**config.mk**
```make
export PLATFORM = sky130hd
export DESIGN_NAME = icmu_top
export DESIGN_NICKNAME = d
export VERILOG_FILES = /design/src/hdl/icmu_pkg.sv /design/src/hdl/icmu_regs.sv /design/src/hdl/icmu_top.sv /design/src/hdl/irq_capture.sv /design/src/hdl/multilevel_icmu.sv
export SDC_FILE = /design/constraint.sdc
export NUM_CORES = 1
export LEC_CHECK = 0
export BUFFER_PORTS_ARGS = -buffer_cell sky130_fd_sc_hd__buf_2
export CORE_MARGIN = 4
export CORE_UTILIZATION = 55
export CTS_BUF_LIST = sky130_fd_sc_hd__clkbuf_16
export CTS_CLUSTER_DIAMETER = 40
export CTS_CLUSTER_SIZE = 24
export DETAILED_ROUTE_END_ITERATION = 6
export GPL_ROUTABILITY_DRIVEN = 0
export PLACE_DENSITY_LB_ADDON = 0.3
export SYNTH_ARGS = -nofsm -noshare
export SYNTH_HDL_FRONTEND = slang
export SYNTH_HIERARCHICAL = 1
export SYNTH_SLANG_ARGS = --single-unit
```
**constraint.sdc**
```tcl
create_clock -name clock -period 3.65 [get_ports clock]
set_clock_uncertainty 0.2 [all_clocks]
set_input_delay 0.1825 -clock clock [delete_from_list [all_inputs] [get_ports clock]]
set_output_delay 0.1825 -clock clock [all_outputs]
set_load 0.01 [all_outputs]
```
**src/hdl/icmu_pkg.sv**
```systemverilog
// Interrupt controller widths, register offsets and AXI4-Lite response codes
package icmu_pkg;

    // Source and priority widths
    localparam int num_irq     = 8;
    localparam int irq_id_w    = 3;
    localparam int level_w     = 2;
    localparam int prio_flat_w = num_irq * level_w;

    // Processor context word
    localparam int context_w = 32;

    // AXI4-Lite bus widths
    localparam int axi_addr_w = 8;
    localparam int axi_data_w = 32;

    // Register map, byte offsets
    localparam logic [axi_addr_w-1:0] reg_priority      = 8'h00;
    localparam logic [axi_addr_w-1:0] reg_enable        = 8'h04;
    localparam logic [axi_addr_w-1:0] reg_pending       = 8'h08;
    localparam logic [axi_addr_w-1:0] reg_status        = 8'h0C;
    localparam logic [axi_addr_w-1:0] reg_ack           = 8'h10;
    localparam logic [axi_addr_w-1:0] reg_saved_context = 8'h14;

    // Status word field positions
    localparam int status_active_bit = 0;
    localparam int status_number_lsb = 4;
    localparam int status_level_lsb  = 8;

    // AXI response codes
    localparam logic [1:0] resp_okay   = 2'b00;
    localparam logic [1:0] resp_slverr = 2'b10;

endpackage

```
**src/hdl/icmu_regs.sv**
```systemverilog
// AXI4-Lite slave with the priority, enable, status, acknowledge and context registers
`timescale 1ns/1ps

module icmu_regs (
    input  logic                             clock,
    input  logic                             resetn,

    // AXI4-Lite write address and data
    input  logic [icmu_pkg::axi_addr_w-1:0]  awaddr,
    input  logic                             awvalid,
    output logic                             awready,
    input  logic [icmu_pkg::axi_data_w-1:0]  wdata,
    input  logic                             wvalid,
    output logic                             wready,

    // AXI4-Lite write response
    output logic [1:0]                       bresp,
    output logic                             bvalid,
    input  logic                             bready,

    // AXI4-Lite read address and data
    input  logic [icmu_pkg::axi_addr_w-1:0]  araddr,
    input  logic                             arvalid,
    output logic                             arready,
    output logic [icmu_pkg::axi_data_w-1:0]  rdata,
    output logic [1:0]                       rresp,
    output logic                             rvalid,
    input  logic                             rready,

    // Controller state
    input  logic [icmu_pkg::num_irq-1:0]     pending,
    input  logic                             handle_active,
    input  logic [icmu_pkg::irq_id_w-1:0]    int_number,
    input  logic [icmu_pkg::level_w-1:0]     current_level,
    input  logic [icmu_pkg::context_w-1:0]   saved_context,

    // Configuration and acknowledge
    output logic [icmu_pkg::prio_flat_w-1:0] priority_level_flat,
    output logic [icmu_pkg::num_irq-1:0]     enable,
    output logic                             ack_done
);
    import icmu_pkg::*;

    logic                  wr_hs;
    logic                  rd_hs;
    logic                  wr_mapped;
    logic                  rd_mapped;
    logic [axi_data_w-1:0] rd_word;

    assign wr_hs = awvalid & awready & wvalid & wready;
    assign rd_hs = arvalid & arready;

    // Write address decode
    always_comb begin
        case (awaddr)
            reg_priority,
            reg_enable,
            reg_pending,
            reg_status,
            reg_ack,
            reg_saved_context: wr_mapped = 1'b1;
            default:           wr_mapped = 1'b0;
        endcase
    end

    // Read data mux, status is built from live state
    always_comb begin
        rd_word   = '0;
        rd_mapped = 1'b1;
        case (araddr)
            reg_priority: rd_word[prio_flat_w-1:0] = priority_level_flat;
            reg_enable:   rd_word[num_irq-1:0] = enable;
            reg_pending:  rd_word[num_irq-1:0] = pending;
            reg_status: begin
                rd_word[status_active_bit] = handle_active;
                rd_word[status_number_lsb +: irq_id_w] = int_number;
                rd_word[status_level_lsb +: level_w] = current_level;
            end
            reg_saved_context: rd_word[context_w-1:0] = saved_context;
            default:      rd_mapped = 1'b0;
        endcase
    end

    // Write channel, address and data accepted together
    always_ff @(posedge clock or negedge resetn) begin
        if (!resetn) begin
            awready <= 1'b0;
            wready  <= 1'b0;
            bvalid  <= 1'b0;
        end else begin
            awready <= awvalid & wvalid & ~bvalid & ~awready;
            wready  <= awvalid & wvalid & ~bvalid & ~awready;
            if (wr_hs) begin
                bvalid <= 1'b1;
            end else if (bvalid && bready) begin
                bvalid <= 1'b0;
            end
        end
    end

    always_ff @(posedge clock) begin
        if (wr_hs) begin
            bresp <= wr_mapped ? resp_okay : resp_slverr;
        end
    end

    // Writable registers and the acknowledge pulse
    always_ff @(posedge clock or negedge resetn) begin
        if (!resetn) begin
            priority_level_flat <= '0;
            enable              <= '0;
            ack_done            <= 1'b0;
        end else begin
            ack_done <= wr_hs && (awaddr == reg_ack);
            if (wr_hs && awaddr == reg_priority) begin
                priority_level_flat <= wdata[prio_flat_w-1:0];
            end
            if (wr_hs && awaddr == reg_enable) begin
                enable <= wdata[num_irq-1:0];
            end
        end
    end

    // Read channel
    always_ff @(posedge clock or negedge resetn) begin
        if (!resetn) begin
            arready <= 1'b0;
            rvalid  <= 1'b0;
        end else begin
            arready <= arvalid & ~rvalid & ~arready;
            if (rd_hs) begin
                rvalid <= 1'b1;
            end else if (rvalid && rready) begin
                rvalid <= 1'b0;
            end
        end
    end

    always_ff @(posedge clock) begin
        if (rd_hs) begin
            rdata <= rd_word;
            rresp <= rd_mapped ? resp_okay : resp_slverr;
        end
    end

endmodule

```
**src/hdl/icmu_top.sv**
```systemverilog
// Interrupt controller top level joining register file, capture and arbitration
`timescale 1ns/1ps

module icmu_top #(
    parameter int sync_stages = 2
) (
    input  logic                            clock,
    input  logic                            resetn,
    input  logic [icmu_pkg::num_irq-1:0]    interrupts,
    input  logic [icmu_pkg::context_w-1:0]  current_context,
    output logic                            irq,

    // AXI4-Lite slave
    input  logic [icmu_pkg::axi_addr_w-1:0] awaddr,
    input  logic                            awvalid,
    output logic                            awready,
    input  logic [icmu_pkg::axi_data_w-1:0] wdata,
    input  logic                            wvalid,
    output logic                            wready,
    output logic [1:0]                      bresp,
    output logic                            bvalid,
    input  logic                            bready,
    input  logic [icmu_pkg::axi_addr_w-1:0] araddr,
    input  logic                            arvalid,
    output logic                            arready,
    output logic [icmu_pkg::axi_data_w-1:0] rdata,
    output logic [1:0]                      rresp,
    output logic                            rvalid,
    input  logic                            rready
);
    import icmu_pkg::*;

    logic [prio_flat_w-1:0] priority_level_flat;
    logic [num_irq-1:0]     enable;
    logic                   ack_done;
    logic [num_irq-1:0]     pending;
    logic [num_irq-1:0]     requests;
    logic [irq_id_w-1:0]    int_number;
    logic [level_w-1:0]     current_level;
    logic                   handle_active;
    logic                   retire;
    logic [context_w-1:0]   saved_context;

    icmu_regs u_regs (
        .clock               (clock),
        .resetn              (resetn),
        .awaddr              (awaddr),
        .awvalid             (awvalid),
        .awready             (awready),
        .wdata               (wdata),
        .wvalid              (wvalid),
        .wready              (wready),
        .bresp               (bresp),
        .bvalid              (bvalid),
        .bready              (bready),
        .araddr              (araddr),
        .arvalid             (arvalid),
        .arready             (arready),
        .rdata               (rdata),
        .rresp               (rresp),
        .rvalid              (rvalid),
        .rready              (rready),
        .pending             (pending),
        .handle_active       (handle_active),
        .int_number          (int_number),
        .current_level       (current_level),
        .saved_context       (saved_context),
        .priority_level_flat (priority_level_flat),
        .enable              (enable),
        .ack_done            (ack_done)
    );

    irq_capture #(
        .sync_stages (sync_stages)
    ) u_capture (
        .clock      (clock),
        .resetn     (resetn),
        .interrupts (interrupts),
        .enable     (enable),
        .retire     (retire),
        .int_number (int_number),
        .pending    (pending),
        .requests   (requests)
    );

    multilevel_icmu u_arbiter (
        .clock               (clock),
        .resetn              (resetn),
        .requests            (requests),
        .priority_level_flat (priority_level_flat),
        .ack_done            (ack_done),
        .current_context     (current_context),
        .int_number          (int_number),
        .current_level       (current_level),
        .handle_active       (handle_active),
        .retire              (retire),
        .saved_context       (saved_context)
    );

    // Processor sees the handler-active state directly
    assign irq = handle_active;

endmodule

```
**src/hdl/irq_capture.sv**
```systemverilog
// Interrupt line synchronizer, rising-edge detector, pending latch and enable gate
`timescale 1ns/1ps

module irq_capture #(
    parameter int sync_stages = 2
) (
    input  logic                          clock,
    input  logic                          resetn,
    input  logic [icmu_pkg::num_irq-1:0]  interrupts,
    input  logic [icmu_pkg::num_irq-1:0]  enable,
    input  logic                          retire,
    input  logic [icmu_pkg::irq_id_w-1:0] int_number,
    output logic [icmu_pkg::num_irq-1:0]  pending,
    output logic [icmu_pkg::num_irq-1:0]  requests
);
    import icmu_pkg::*;

    // Synchronizer chain, one word per stage
    logic [num_irq-1:0] sync_q [sync_stages];
    logic [num_irq-1:0] sync_prev;
    logic [num_irq-1:0] rise;
    logic [num_irq-1:0] clear_mask;

    assign rise = sync_q[sync_stages-1] & ~sync_prev;

    // Served source is cleared one cycle after retire
    always_comb begin
        clear_mask = '0;
        if (retire) begin
            clear_mask[int_number] = 1'b1;
        end
    end

    always_ff @(posedge clock or negedge resetn) begin
        if (!resetn) begin
            for (int s = 0; s < sync_stages; s++) begin
                sync_q[s] <= '0;
            end
            sync_prev <= '0;
            pending   <= '0;
        end else begin
            sync_q[0] <= interrupts;
            for (int s = 1; s < sync_stages; s++) begin
                sync_q[s] <= sync_q[s-1];
            end
            sync_prev <= sync_q[sync_stages-1];
            // A new edge beats a retire of the same bit
            pending   <= (pending & ~clear_mask) | rise;
        end
    end

    // Disabled sources stay pending but are not offered for service
    assign requests = pending & enable;

endmodule

```
**src/hdl/multilevel_icmu.sv**
```systemverilog
// Priority-level masking, arbitration, handler state and context save
`timescale 1ns/1ps

module multilevel_icmu (
    input  logic                           clock,
    input  logic                           resetn,
    input  logic [icmu_pkg::num_irq-1:0]   requests,
    input  logic [icmu_pkg::prio_flat_w-1:0] priority_level_flat,
    input  logic                           ack_done,
    input  logic [icmu_pkg::context_w-1:0] current_context,
    output logic [icmu_pkg::irq_id_w-1:0]  int_number,
    output logic [icmu_pkg::level_w-1:0]   current_level,
    output logic                           handle_active,
    output logic                           retire,
    output logic [icmu_pkg::context_w-1:0] saved_context
);
    import icmu_pkg::*;

    localparam int num_levels = 1 << level_w;

    logic [num_levels-1:0][num_irq-1:0] level_mask;
    logic [num_levels-1:0][num_irq-1:0] level_mask_r;
    logic [num_irq-1:0]                 requests_r;
    logic [level_w-1:0]                 sel_level;
    logic [irq_id_w-1:0]                sel_number;
    logic                               any_request;
    // Holds off arbitration until the retired bit has left requests_r
    logic                               settle;

    // Lowest set index wins
    function automatic logic [irq_id_w-1:0] find_first_set(input logic [num_irq-1:0] bits);
        logic [irq_id_w-1:0] result;
        result = '0;
        for (int i = num_irq - 1; i >= 0; i--) begin
            if (bits[i]) begin
                result = irq_id_w'(i);
            end
        end
        return result;
    endfunction

    // One mask per level from the packed priorities
    always_comb begin
        level_mask = '0;
        for (int i = 0; i < num_irq; i++) begin
            level_mask[priority_level_flat[i*level_w +: level_w]][i] = 1'b1;
        end
    end

    // Step one picks the highest non-empty level, step two the source within it
    always_comb begin
        sel_level = '0;
        for (int l = 0; l < num_levels; l++) begin
            if (|(requests_r & level_mask_r[l])) begin
                sel_level = level_w'(l);
            end
        end
        sel_number = find_first_set(requests_r & level_mask_r[sel_level]);
    end

    assign any_request = |requests_r;

    always_ff @(posedge clock or negedge resetn) begin
        if (!resetn) begin
            requests_r    <= '0;
            level_mask_r  <= '0;
            int_number    <= '0;
            current_level <= '0;
            handle_active <= 1'b0;
            retire        <= 1'b0;
            settle        <= 1'b0;
            saved_context <= '0;
        end else begin
            requests_r   <= requests;
            level_mask_r <= level_mask;
            retire       <= 1'b0;
            settle       <= retire;

            if (!handle_active && !retire && !settle && any_request) begin
                int_number    <= sel_number;
                current_level <= sel_level;
                handle_active <= 1'b1;
                saved_context <= current_context;
            end else if (handle_active && ack_done) begin
                handle_active <= 1'b0;
                retire        <= 1'b1;
            end
        end
    end

endmodule

```
==> impl_metrics.tcl, run 1 <==
set metrics [dict create \
    yosysTopAreaCell "sky130_fd_sc_hd__dfrtp_1" \
    final_hold_viol_count 0 \
    final_cell_count_no_fill 868 \
    setup_viol_count_final 0 \
    cts.htree.levels 4 \
    power_per_cell_area_mw_per_mm2 506 \
    route.antenna.remaining_nets 0 \
    simple_gate_portion_of_the_synthesized_area_pct 12.9 \
    yosysWarningCount 6 \
    hp-class "primary input to flop" \
    cp_max_fo 3 \
    clock_tree_from_tritoncts "built" \
    synth.top_cell.area_share_pct 50.6 \
    power_leakage_nw 4.21 \
    first_global_vias 5083 \
    post-layout-total-power_mw 4.58 \
    first_iter_violations 369 \
    muxShareOfSynthArea_pct 12.3 \
    grt-ovfl-total 0 \
    nets 782 \
    drt-vias-per-instance 5.45 \
    boundaryPins 137 \
    placement.io_buffers 118 \
    synth_compound_gate_area_share_pct 7.45 \
    achievable-frequency_mhz 379 \
    cts_inserted_buffers 17 \
    clkLatencyLatePin_ns 0.42 \
    status "completed" \
    grt_use_total_pct 23.4 \
    route.detailed.drc 0 \
    wl_per_cell_um 18.7 \
    synth_async_sr_flop_share_pct 80.6 \
    max-cap-violations 0 \
    setup_repair_after_global_routing_missed_its_margin "no" \
    drt-total-wl_mm 16.2 \
    cts_max_path_buffers 2 \
    totalNegativeSetupSlack_ns 0 \
    final_cell_mix "sky130_fd_sc_hd__dfrtp_1, sky130_fd_sc_hd__buf_2, sky130_fd_sc_hd__dlygate4sd3_1" \
    hold_path_startpoint "araddr[2]" \
    synth.yosys.seq_area_share_pct 65.3 \
    synth_cell_type_count 60 \
    die_width_um 121 \
    largest_voltage_drop_on_the_vdd_net_mv 0.417 \
    cts-root-buf "sky130_fd_sc_hd__clkbuf_16" \
    place_hpwl_mm 10.4 \
    cp_data_required_time_ns 3.80 \
    ctsHoldBuffers 70 \
    synth_area_mm2 0.00697 \
    startpoint "awaddr[6]" \
    dominantRegCellSynth "sky130_fd_sc_hd__dfrtp_1" \
    synth_enable_flop_cells 34 \
    cts.sinks 175 \
    ys_ff_latch 175 \
    diodes 0 \
    criticalPathCategory "primary input to flop" \
    grt_antenna_before_repair 0 \
    worstMarginPinSlew_ns 0.977 \
    synthesis.instances 485 \
    cp_data_arrival_time_ns 2.79 \
    fin_max_slew_vios 0 \
    post_cts_resize_count 0 \
    crit_path_start_kind "primary input" \
    synth_xor_xnor_area_share_pct 0 \
    core-area_mm2 0.0122 \
    path_clk_slew_ns 0.06 \
    worst_setup_path_end_kind "flop" \
    dieArea_mm2 0.0145 \
    drt-pass1-iter-count 6 \
    placement_rows 40 \
    syn_to_final_growth_pct 30.1 \
    most_common_cell_after_layout_fill_and_taps_aside "sky130_fd_sc_hd__dfrtp_1" \
    postLayoutCoreUtil_pct 74.2 \
    final.hold.worst_slack_ns 0.0984 \
    grt_max_degree 112 \
    initial_core_util_pct 57.1 \
    synthTopCellsByArea "sky130_fd_sc_hd__dfrtp_1, sky130_fd_sc_hd__edfxtp_1, sky130_fd_sc_hd__mux2_2" \
    numPlacedInstances 766 \
    finalCritPeriodShare_pct 72.3 \
    drive_above_1_share_pct 33.1 \
    grt_first_pass_wirelength_mm 26.0 \
    synthesis.area_per_instance_um2 14.4 \
    post-cts-setup-buffer-count 0 \
    vias 4733 \
    dominant_combinational_cell_family_by_area_after_synthesis "simple AND/OR/NAND/NOR gates" \
    timing.final.crit_period_ns 2.64 \
    synth-adder-area-share_pct 0 \
    worst_r2r_startpoint "u_arbiter/requests_r[4]" \
    die-height_um 121 \
    max_slew_headroom_pct 34.9 \
]
## power by group
group | leakage [nW] | switching (mW) | internal [mW]
Combinational | 1.80 | 0.188 | 0.253
Sequential | 2.12 | 0.125 | 2.20
Clock | 0.292 | 0.744 | 1.07
## area by class of cell
| class | count | area, µm² |
|---|---|---|
| clock buffers | 17 | 425 |
| clock inverters | 15 | 169 |
| fillers | 769 | 3150 |
| inverters | 16 | 60.1 |
| multi-input cells | 281 | 2290 |
| flip-flops and latches | 175 | 4550 |
| well taps | 168 | 210 |
| repair buffers | 196 | 1360 |
## critical path: stages
cell and delay, ns:
sky130_fd_sc_hd__dlygate4sd3_1 0.54, sky130_fd_sc_hd__buf_2 0.12, sky130_fd_sc_hd__or4_4 0.46, sky130_fd_sc_hd__dlygate4sd3_1 0.59, sky130_fd_sc_hd__nor2_1 0.12, sky130_fd_sc_hd__and4_1 0.21, sky130_fd_sc_hd__dlygate4sd3_1 0.56
## cells by family after synthesis
| group | Yosys count |
|---|---|
| other cells | 1 |
| buf+inv | 30 |
| flops | 175 |
| mux | 78 |
| simple gates | 138 |
| compound gates | 63 |
## metrics by stage
stage | setup WS, ns | cell area (µm²)
after floorplan | 1.47 | 6970
after global placement | 1.24 | 7770
after detailed placement | 1.16 | 7770
after CTS | 1.10 | 9060
after global routing | 0.954 | 9060
final | 1.01 | 9060
## cells in the mapped netlist (4+ instances only)
cell type / n
sky130_fd_sc_hd__inv_1: 16
sky130_fd_sc_hd__nor2b_1: 17
sky130_fd_sc_hd__a22oi_2: 4
sky130_fd_sc_hd__and2_1: 38
sky130_fd_sc_hd__buf_2: 5
sky130_fd_sc_hd__mux2i_1: 18
sky130_fd_sc_hd__dfrtp_1: 141
sky130_fd_sc_hd__o22ai_1: 8
sky130_fd_sc_hd__nor2_1: 13
sky130_fd_sc_hd__nand4b_1: 5
sky130_fd_sc_hd__o21ai_0: 10
sky130_fd_sc_hd__mux2_2: 59
sky130_fd_sc_hd__edfxtp_1: 34
sky130_fd_sc_hd__a22o_1: 14
sky130_fd_sc_hd__nand4_1: 4
sky130_fd_sc_hd__nand2_1: 25
sky130_fd_sc_hd__buf_4: 4
## state kept, by name, summed over array words and instances, names as in the netlist, 2 cells and up
| signal | cells |
|---|---|
| u_arbiter/current_level | 2 |
| u_arbiter/int_number | 3 |
| u_arbiter/level_mask_r | 32 |
| u_arbiter/requests_r | 8 |
| u_arbiter/saved_context | 32 |
| u_capture/pending | 8 |
| u_capture/sync_prev | 8 |
| u_capture/sync_q | 16 |
| u_regs/enable | 8 |
| u_regs/priority_level_flat | 16 |
| u_regs/rdata | 32 |
## metal layers
layer / share of wire (%) / track usage [%]
met5: 0 / 0
met4: 1.8 / 8.14
met3: 6.1 / 5.94
met2: 52 / 40.2
met1: 40 / 28.9
## worst paths after layout
path,endpoint,slack [ns],cells past startpoint
max,u_regs/ack_done,1.01,7
min,u_regs/rresp[1],0.1,3
max reg2reg,u_arbiter/int_number[2],1.07,8
min reg2reg,u_capture/sync_q[6],0.15,0
max in group asynchronous,u_arbiter/saved_context[13],2.16,3
min in group asynchronous,u_arbiter/level_mask_r[1],0.26,2
Note: power is estimated with default switching activity, not from simulation.
==> run 2, diff against run 1 <==
--- a/config.mk
+++ b/config.mk
@@ -7,7 +7,7 @@
 export LEC_CHECK = 0
 export BUFFER_PORTS_ARGS = -buffer_cell sky130_fd_sc_hd__buf_2
 export CORE_MARGIN = 4
-export CORE_UTILIZATION = 55
+export CORE_UTILIZATION = 49
 export CTS_BUF_LIST = sky130_fd_sc_hd__clkbuf_16
 export CTS_CLUSTER_DIAMETER = 40
 export CTS_CLUSTER_SIZE = 24
==> constraint.sdc (replaced) <==
create_clock -name clock -period 2.2 [get_ports clock]
set_clock_uncertainty 0.2 [all_clocks]
set_input_delay 0.11 -clock clock [delete_from_list [all_inputs] [get_ports clock]]
set_output_delay 0.11 -clock clock [all_outputs]
set_load 0.01 [all_outputs]
==> impl_metrics.tcl, run 2 (synthesized netlist as in run 1, its figures left out) <==
set metrics [dict create \
    status "finished, violations left" \
    violations "setup timing" \
    final_critical_path_setup_slack_ns -0.132 \
    drt-vias-per-instance 5.34 \
    largest_voltage_drop_on_the_vdd_net_mv 0.623 \
    crit_path_start_kind "flop" \
    crit-reg2reg-capture "u_arbiter/int_number[2]" \
    clock_tree_from_tritoncts "built" \
    critical_path.top_delay_family "compound AO/OA/AOI/OAI gates" \
    cp_data_arrival_time_ns 2.44 \
    worst_setup_path_end_kind "flop" \
    totalNegativeSetupSlack_ns -1.83 \
    crit_path_top_delay_cell "sky130_fd_sc_hd__dfrtp_1" \
    final_cell_mix "sky130_fd_sc_hd__dfrtp_1, sky130_fd_sc_hd__buf_2, sky130_fd_sc_hd__dlygate4sd3_1" \
    timing.reg2reg.setup_slack_ns -0.13 \
    cp_max_fo 6 \
    cts.htree.levels 4 \
    n_fill_cell 954 \
    grt_first_pass_wirelength_mm 26.8 \
    grt_antenna_before_repair 1 \
    finalCritPeriodShare_pct 106 \
    hp-class "primary input to async pin" \
    grt-ovfl-total 0 \
    cp_data_required_time_ns 2.31 \
    boundaryPins 137 \
    cts_max_path_buffers 2 \
    nets 812 \
    place_hpwl_mm 10.9 \
    first_global_vias 5225 \
    setup_viol_count_final 34 \
    clkLatencyLatePin_ns 0.43 \
    grt_max_degree 42 \
    worst_path_largest_cell_delay_ns 0.43 \
    die_width_um 127 \
    placement_rows 43 \
    cts.sinks 175 \
    initial_core_util_pct 50.2 \
    vias 4862 \
    first_iter_violations 409 \
    route.detailed.drc 0 \
    final_hold_viol_count 0 \
    drt-pass1-iter-count 5 \
    cts_inserted_buffers 17 \
    placement.io_buffers 118 \
    postLayoutCoreUtil_pct 68.3 \
    setup_repair_after_global_routing_missed_its_margin "yes" \
    power_leakage_nw 4.41 \
    path_buf_inv 1 \
    path_clk_slew_ns 0.07 \
    route.antenna.remaining_nets 0 \
    drive_above_1_share_pct 36.6 \
    power_per_cell_area_mw_per_mm2 820 \
    core-area_mm2 0.0139 \
    timing.final.crit_period_ns 2.33 \
    achievable-frequency_mhz 429 \
    dieArea_mm2 0.0162 \
    die-height_um 127 \
    wl_per_cell_um 18.8 \
    top_regs "u_arbiter/level_mask_r (32), u_arbiter/saved_context (32), u_regs/rdata (32)" \
    path_cells "a22oi_2 -> nand4_4 -> buf_4 -> mux2i_1 -> a211oi_1 -> o21ai_0 -> nor2b_1 -> a32o_1" \
    syn_to_final_growth_pct 36.0 \
    cts-root-buf "sky130_fd_sc_hd__clkbuf_16" \
    worst_r2r_startpoint "u_arbiter/requests_r[2]" \
    max-cap-violations 0 \
    reg2reg_depth 8 \
    fin_max_slew_vios 0 \
    most_common_cell_after_layout_fill_and_taps_aside "sky130_fd_sc_hd__dfrtp_1" \
    grt_use_total_pct 21.4 \
    criticalPathCategory "flop to flop" \
    drt-total-wl_mm 17.1 \
]
[run 2: power by group]
group	switching, mW	internal (mW)
Sequential	0.204	3.65
Combinational	0.313	0.447
Clock	1.26	1.90
[run 2: repair_timing]
| item | in CTS | in global routing |
|---|---|---|
| endpoints found under the setup margin | 3 | 34 |
| buffers inserted | 2 | 3 |
| pin swaps | 0 | 0 |
| hold buffers | 73 | 0 |
| gates cloned | 0 | 2 |
| hold endpoints to repair | 213 | 0 |
| resized for setup | 5 | 8 |
[run 2: final cells by class]
cell class | count | area [µm²] | share of cell area, %
Sequential cell | 175 | 4550 | 48.0
Clock inverter | 10 | 90.1 | 0.951
Timing Repair Buffer | 226 | 1670 | 17.7
Inverter | 16 | 60.1 | 0.634
Antenna cell | 1 | 2.50 | 0.0264
Clock buffer | 22 | 551 | 5.81
Multi-Input combinational cell | 281 | 2320 | 24.5
Tap cell | 180 | 225 | 2.38
[run 2: stage by stage]
stage	instance area, µm²	std cells	power, mW	hold WS [ns]	setup WS (ns)
2_1_floorplan	6970	486	4.21	-0.386	0.0169
3_3_place_gp	7970	798	4.48	-0.147	-0.0680
3_5_place_dp	7970	798	4.54	-0.148	-0.133
4_1_cts	9390	905	7.78	0.0712	-0.104
5_1_grt	9480	911	8.08	0.0806	-0.239
6_report	9480	911	7.77	0.0875	-0.132
[run 2: worst reg2reg max path, stage by stage, from the launching register on]
cell	delay, ns
sky130_fd_sc_hd__dfrtp_1	0.43
sky130_fd_sc_hd__a22oi_2	0.22
sky130_fd_sc_hd__nand4_4	0.17
sky130_fd_sc_hd__buf_4	0.19
sky130_fd_sc_hd__mux2i_1	0.12
sky130_fd_sc_hd__a211oi_1	0.24
sky130_fd_sc_hd__o21ai_0	0.20
sky130_fd_sc_hd__nor2b_1	0.20
sky130_fd_sc_hd__a32o_1	0.24
[run 2: how the worst max path moves through the flow]
stage	slack [ns]	start	to	cells after the start
after floorplan	0.02	u_arbiter/requests_r[2]	u_arbiter/int_number[2]	8
after global placement	-0.07	u_arbiter/requests_r[5]	u_arbiter/int_number[0]	8
after detailed placement	-0.13	u_arbiter/requests_r[5]	u_arbiter/int_number[0]	8
after CTS	-0.10	u_arbiter/requests_r[2]	u_arbiter/int_number[2]	8
after global routing	-0.24	u_arbiter/requests_r[0]	u_arbiter/int_number[2]	8
final	-0.13	u_arbiter/requests_r[2]	u_arbiter/int_number[2]	8
[run 2: metal layers]
layer	vias up	GRT usage, %	part of all wire (%)
li1	2234	-	-
met1	2441	26.7	41
met2	154	37.2	52
met3	33	4.81	5.0
met4	0	7.13	2.1
met5	-	0	0
